### config.mk
export PLATFORM = sky130hd
export DESIGN_NAME = icache_ctrl
export DESIGN_NICKNAME = d
export VERILOG_FILES = /design/src/design/icache_pkg.sv /design/src/design/icache_ctrl.sv
export SDC_FILE = /design/constraint.sdc
export NUM_CORES = 1
export LEC_CHECK = 0
export BUFFER_PORTS_ARGS = -buffer_cell sky130_fd_sc_hd__buf_2
export CORE_AREA = 3 3 112 141
export DETAILED_ROUTE_END_ITERATION = 12
export DIE_AREA = 0 0 115 144
export PLACE_DENSITY = 0.74
export SETUP_SLACK_MARGIN = 0.4
export SLEW_MARGIN = 20
export SYNTH_ARGS = -nofsm -noshare
export SYNTH_HDL_FRONTEND = slang
export SYNTH_SLANG_ARGS = --single-unit
### constraint.sdc
create_clock -name clk -period 10.7 [get_ports clk]
set_input_delay 1.605 -clock clk [delete_from_list [all_inputs] [get_ports clk]]
set_output_delay 1.605 -clock clk [all_outputs]
set_load 0.01 [all_outputs]
### src/design/icache_pkg.sv
package icache_pkg;

  // fetch and memory bus widths
  localparam int ADDR_W  = 32;
  localparam int FETCH_W = 64;
  localparam int MEM_W   = 32;

  // address split, tag | index | offset
  localparam int OFFSET_W = 6;
  localparam int INDEX_W  = 7;
  localparam int TAG_W    = ADDR_W - INDEX_W - OFFSET_W;

  // line geometry
  // 128 lines of 64 bytes, 8 KB total
  localparam int NUM_LINES = 1 << INDEX_W;

  // 64 byte line over a 32 bit bus
  localparam int BEATS_PER_LINE = (1 << OFFSET_W) / (MEM_W / 8);
  localparam int BEAT_CNT_W     = $clog2(BEATS_PER_LINE);

  // split view of one fetch address
  typedef struct packed {
    logic [TAG_W-1:0]    tag;
    logic [INDEX_W-1:0]  index;
    logic [OFFSET_W-1:0] offset;
  } fetch_fields_t;

  // one address word, read either flat or as fields
  typedef union packed {
    logic [ADDR_W-1:0] flat;
    fetch_fields_t     f;
  } fetch_addr_u;

endpackage

### src/design/icache_ctrl.sv
`timescale 1ns/100ps

module icache_ctrl
  import icache_pkg::*;
#(
  parameter logic [ADDR_W-1:0] CACHED_BASE = 32'h8000_0000,
  parameter logic [ADDR_W-1:0] CACHED_SIZE = 32'h1000_0000
) (
  input  logic                  clk,
  input  logic                  rst,
  // fetch stage
  input  logic                  fetch_req_i,
  input  fetch_addr_u           fetch_addr_i,
  output logic                  fetch_valid_o,
  output logic [FETCH_W-1:0]    fetch_data_o,
  // memory read port
  output logic [ADDR_W-1:0]     mem_araddr_o,
  output logic [7:0]            mem_arlen_o,
  output logic                  mem_arvalid_o,
  input  logic                  mem_rvalid_i,
  input  logic [MEM_W-1:0]      mem_rdata_i,
  // tag array
  output fetch_addr_u           lookup_addr_o,
  output logic                  tag_we_o,
  input  logic                  hit_i,
  // data array
  output logic [INDEX_W-1:0]    rd_index_o,
  output logic [OFFSET_W-1:0]   rd_offset_o,
  output logic [BEAT_CNT_W-1:0] fill_beat_o,
  output logic                  fill_we_o,
  output logic [MEM_W-1:0]      fill_data_o,
  input  logic [FETCH_W-1:0]    line_rdata_i
);

  localparam logic [1:0] ST_IDLE     = 2'd0;
  localparam logic [1:0] ST_LOOKUP   = 2'd1;
  localparam logic [1:0] ST_REFILL   = 2'd2;
  localparam logic [1:0] ST_UNCACHED = 2'd3;

  localparam logic [BEAT_CNT_W-1:0] LAST_BEAT = BEAT_CNT_W'(BEATS_PER_LINE - 1);

  logic [1:0]            state_q;
  fetch_addr_u           addr_q;
  logic [BEAT_CNT_W-1:0] beat_cnt_q;
  logic                  arvalid_q;
  logic [ADDR_W-1:0]     araddr_q;
  logic [7:0]            arlen_q;
  logic                  tag_we_q;
  logic                  unc_ready_q;
  logic [FETCH_W-1:0]    unc_word_q;

  logic cached;
  logic beat;
  logic lookup_hit;

  // window check, wraps cleanly for any base
  assign cached = (addr_q.flat - CACHED_BASE) < CACHED_SIZE;

  // one beat per cycle with both valids high
  assign beat = arvalid_q && mem_rvalid_i;

  assign lookup_hit = (state_q == ST_LOOKUP) && cached && hit_i;

  // control state
  always_ff @(posedge clk) begin
    if (rst) begin
      state_q     <= ST_IDLE;
      beat_cnt_q  <= '0;
      arvalid_q   <= 1'b0;
      tag_we_q    <= 1'b0;
      unc_ready_q <= 1'b0;
    end else begin
      // tag write is a single cycle pulse
      tag_we_q <= 1'b0;
      case (state_q)
        ST_IDLE: begin
          if (fetch_req_i) begin
            state_q <= ST_LOOKUP;
          end
        end
        ST_LOOKUP: begin
          if (lookup_hit) begin
            state_q <= ST_IDLE;
          end else if (cached) begin
            // line miss, burst from the line base
            state_q    <= ST_REFILL;
            arvalid_q  <= 1'b1;
            beat_cnt_q <= '0;
          end else begin
            state_q   <= ST_UNCACHED;
            arvalid_q <= 1'b1;
          end
        end
        ST_REFILL: begin
          if (beat) begin
            if (beat_cnt_q == LAST_BEAT) begin
              // line complete, mark valid and look up again
              arvalid_q <= 1'b0;
              tag_we_q  <= 1'b1;
              state_q   <= ST_IDLE;
            end else begin
              beat_cnt_q <= beat_cnt_q + 1'b1;
            end
          end
        end
        default: begin
          // uncached read, holds one extra cycle for the response
          if (unc_ready_q) begin
            unc_ready_q <= 1'b0;
            state_q     <= ST_IDLE;
          end else if (beat) begin
            arvalid_q   <= 1'b0;
            unc_ready_q <= 1'b1;
          end
        end
      endcase
    end
  end

  // address and request payload
  always_ff @(posedge clk) begin
    if (state_q == ST_IDLE) begin
      addr_q <= fetch_addr_i;
    end
    if (state_q == ST_LOOKUP) begin
      if (cached) begin
        araddr_q <= {addr_q.f.tag, addr_q.f.index, {OFFSET_W{1'b0}}};
        arlen_q  <= 8'(BEATS_PER_LINE - 1);
      end else begin
        araddr_q <= addr_q.flat;
        arlen_q  <= 8'd0;
      end
    end
  end

  // uncached word placed by the low offset bits
  always_ff @(posedge clk) begin
    if ((state_q == ST_UNCACHED) && beat) begin
      case (addr_q.f.offset[2:0])
        3'b000:  unc_word_q <= {32'b0, mem_rdata_i};
        3'b010:  unc_word_q <= {16'b0, mem_rdata_i, 16'b0};
        3'b100:  unc_word_q <= {mem_rdata_i, 32'b0};
        default: unc_word_q <= '0;
      endcase
    end
  end

  assign mem_araddr_o  = araddr_q;
  assign mem_arlen_o   = arlen_q;
  assign mem_arvalid_o = arvalid_q;

  assign lookup_addr_o = addr_q;
  assign tag_we_o      = tag_we_q;

  // read address runs one cycle ahead of the lookup
  assign rd_index_o  = fetch_addr_i.f.index;
  assign rd_offset_o = addr_q.f.offset;

  assign fill_beat_o = beat_cnt_q;
  assign fill_we_o   = (state_q == ST_REFILL) && beat;
  assign fill_data_o = mem_rdata_i;

  // result
  assign fetch_valid_o = lookup_hit || unc_ready_q;
  assign fetch_data_o  = cached ? line_rdata_i : unc_word_q;

endmodule

==> flow_metrics.tcl <==
set metrics [dict create \
    outcome "complete, no violations" \
    critPathArrivalTime_ns 2.35 \
    worst_pin_slew_ns 0.997 \
    combPwrFrac_pct 12.8 \
    vias 4305 \
    final_nets 800 \
    final_util_pct 55.8 \
    maxCapViolCount 0 \
    switchingPower_uw 361 \
    drive_above_1_share_pct 63.3 \
    clock-sinks 138 \
    fin_crit_sh_pct 37.0 \
    grt_pass1_vias 4226 \
    critical_path.max_stage_delay_ns 0.51 \
    clk_pin_slew_ns 0.06 \
    postCtsSetupRepairBufs 0 \
    ys_seq_area_share_pct 66.7 \
    synth_cell_types 30 \
    netlist_instances 391 \
    antenna_left 0 \
    cts.repair.resized 0 \
    remaining_drc_errors 0 \
    gp_congestion 0.828 \
    ctsHoldBuffers 0 \
    mostFrequentLayoutCells "317 x buf_2, 129 x edfxtp_1, 65 x mux2_2" \
    p_sw_share_pct 25.7 \
    critical-path-top-delay-family "buffers and inverters" \
    track_usage_pct 18.3 \
    cts_tree "yes" \
    yosysWarnings 0 \
    antenna_found_initial 1 \
    maxSlewViolCount 0 \
    end_kind "output port" \
    design_power_total_mw 1.40 \
    postSynthAreaPerCell_sq_um 15.5 \
    initial_core_util_pct 42.0 \
    ir_drop_v 0.0000960 \
    io_pins 322 \
    p_int_mw 1.04 \
    fin_skew_ns 0.00904 \
    die_h_microns 144 \
    period_minus_slack_ns 3.96 \
    syn_area_sq_um 6080 \
    powerDensity_nw_per_um2 174 \
    clockBufferDepth 2 \
    wl_mm 15.9 \
    setup_violations 0 \
    seq_power_share_pct 46.6 \
    via_per_inst 5.02 \
    max_clock_freq_mhz 253 \
    cp-start-kind "register" \
    ctsRootBufferMaster "clkbuf_16" \
    cts_buffers 17 \
    grt_max_degree 65 \
    wl_per_cell_microns 18.5 \
    die-width_microns 115 \
    layout.cells.most_common "buf_2" \
    p_clk_share_pct 40.6 \
    die_area_sq_um 16600 \
    crit_type "reg2out" \
    core-area_sq_um 14500 \
    io_buffers 317 \
    critical_path_buf_inv_count 2 \
    leakagePower_nw 3.39 \
    drtIter0Drc 284 \
    h-tree-depth 4 \
    setup_tns_ns 0 \
    critPathSlowestCell "buf_4" \
    critPathMaxFanout 45 \
    critPathRequiredTime_ns 9.10 \
    n_antenna_cell 0 \
    hold_viol_final 0 \
    hold_path.class "reg2reg" \
    synth.ff_latch_count 138 \
    grt_first_pass_wirelength_mm 22.9 \
    grt_overflow 0 \
    crit_chain "nor4b_4 > buf_4 > mux2_2 > buf_2" \
    syn_to_final_growth_pct 33.0 \
    num_rows 49 \
    clk_latency_ns 0.41 \
    slew_headroom_pct 33.2 \
    rsz0062_at_grt "false" \
    drt-pass1-iter-count 4 \
    hpwl_mm 11.8 \
]
==> synthesized netlist by cell type <==
| master | instances | area, sq um |
|---|---|---|
| and4b_1 | 1 | 10.0 |
| nor3b_1 | 4 | 30.0 |
| dfxtp_1 | 9 | 180 |
| nor2_1 | 9 | 33.8 |
| a31o_2 | 1 | 8.76 |
| nand2_1 | 6 | 22.5 |
| mux2i_1 | 1 | 10.0 |
| buf_2 | 4 | 20.0 |
| a22o_1 | 32 | 280 |
| nor4b_4 | 1 | 23.8 |
| clkbuf_1 | 9 | 33.8 |
| nor2b_1 | 7 | 43.8 |
| ha_1 | 1 | 12.5 |
| o21ai_0 | 3 | 15.0 |
| and2_1 | 33 | 206 |
| a211oi_1 | 1 | 7.51 |
| mux2_2 | 65 | 732 |
| a21oi_1 | 5 | 25.0 |
| a22oi_1 | 1 | 7.51 |
| or3_1 | 2 | 12.5 |
| inv_1 | 1 | 3.75 |
| o311ai_0 | 1 | 8.76 |
| buf_4 | 57 | 428 |
| buf_1 | 1 | 3.75 |
| nand3_1 | 2 | 10.0 |
| a21o_1 | 1 | 7.51 |
| nor3_1 | 2 | 10.0 |
| edfxtp_1 | 129 | 3870 |
| a22oi_2 | 1 | 12.5 |
| conb_1 | 1 | 3.75 |
==> power by group through the flow <==
stage	registers [mW]	logic [mW]	clock network [mW]
floorplan	0.675	0.0905	0
global placement	0.664	0.178	0
detailed placement	0.666	0.182	0
CTS	0.654	0.182	0.584
global route	0.658	0.194	0.606
finish	0.654	0.179	0.571
==> registers in the layout, indices dropped and copies added (netlist names) <==
signal         count
mem_arvalid_o      1
unc_ready_q        1
lookup_addr_o     32
mem_araddr_o      32
unc_word_q        64
fill_beat_o        4
mem_arlen_o        1
state_q            2
tag_we_o           1
==> final cells by class <==
cell class / count / area (sq um)
sequential: 138 / 4050
clock buffer: 17 / 425
fill: 1177 / 6390
clock inverter: 15 / 158
multi-input combinational: 184 / 1580
tap: 178 / 223
inverter: 1 / 3.75
timing repair buffer: 324 / 1640
==> worst register-to-register path, cell delays in order (launching register included) <==
cell and delay (ns):
edfxtp_1 0.48, nor4b_4 0.35, buf_4 0.51, a22oi_2 0.24, or3_1 0.38, a21oi_1 0.14
==> cells by family after synthesis <==
group	after synthesis	synth area share, %
flops	138	66.7
other cells	1	0.0617
compound gates	46	6.14
simple gates	67	6.63
mux	66	12.2
fa+ha+maj	1	0.206
buf+inv	72	8.05
==> per-layer routing <==
layer  global-route usage, %  up-vias  wire, microns
met1                    20.0     2065           5800
met4                    5.69        2            222
met2                    33.6      254           8350
li1                        -     1963              -
met5                       0        -             13
met3                    5.90       21           1490
==> per-stage QoR <==
step | cell area (sq um) | worst slack [ns] | std cells | hold slack (ns)
final | 8080 | 6.74 | 857 | 0.449
after global routing | 8080 | 6.64 | 857 | 0.461
after CTS | 8080 | 6.71 | 857 | 0.451
after detailed placement | 7500 | 6.98 | 825 | 0.436
after global placement | 7500 | 6.98 | 825 | 0.429
after floorplan | 6090 | 5.84 | 394 | 0.499
==> path summary, 6_finish.rpt <==
path                     start               end  slack (ns)  cells after the start
min reg2reg   lookup_addr_o[7]   mem_araddr_o[7]        0.45                      0
min           lookup_addr_o[7]   mem_araddr_o[7]        0.45                      0
max          lookup_addr_o[30]  fetch_data_o[18]        6.74                      4
max reg2reg  lookup_addr_o[30]    fill_beat_o[3]        8.54                      5
(Power assumes the default switching activity.)
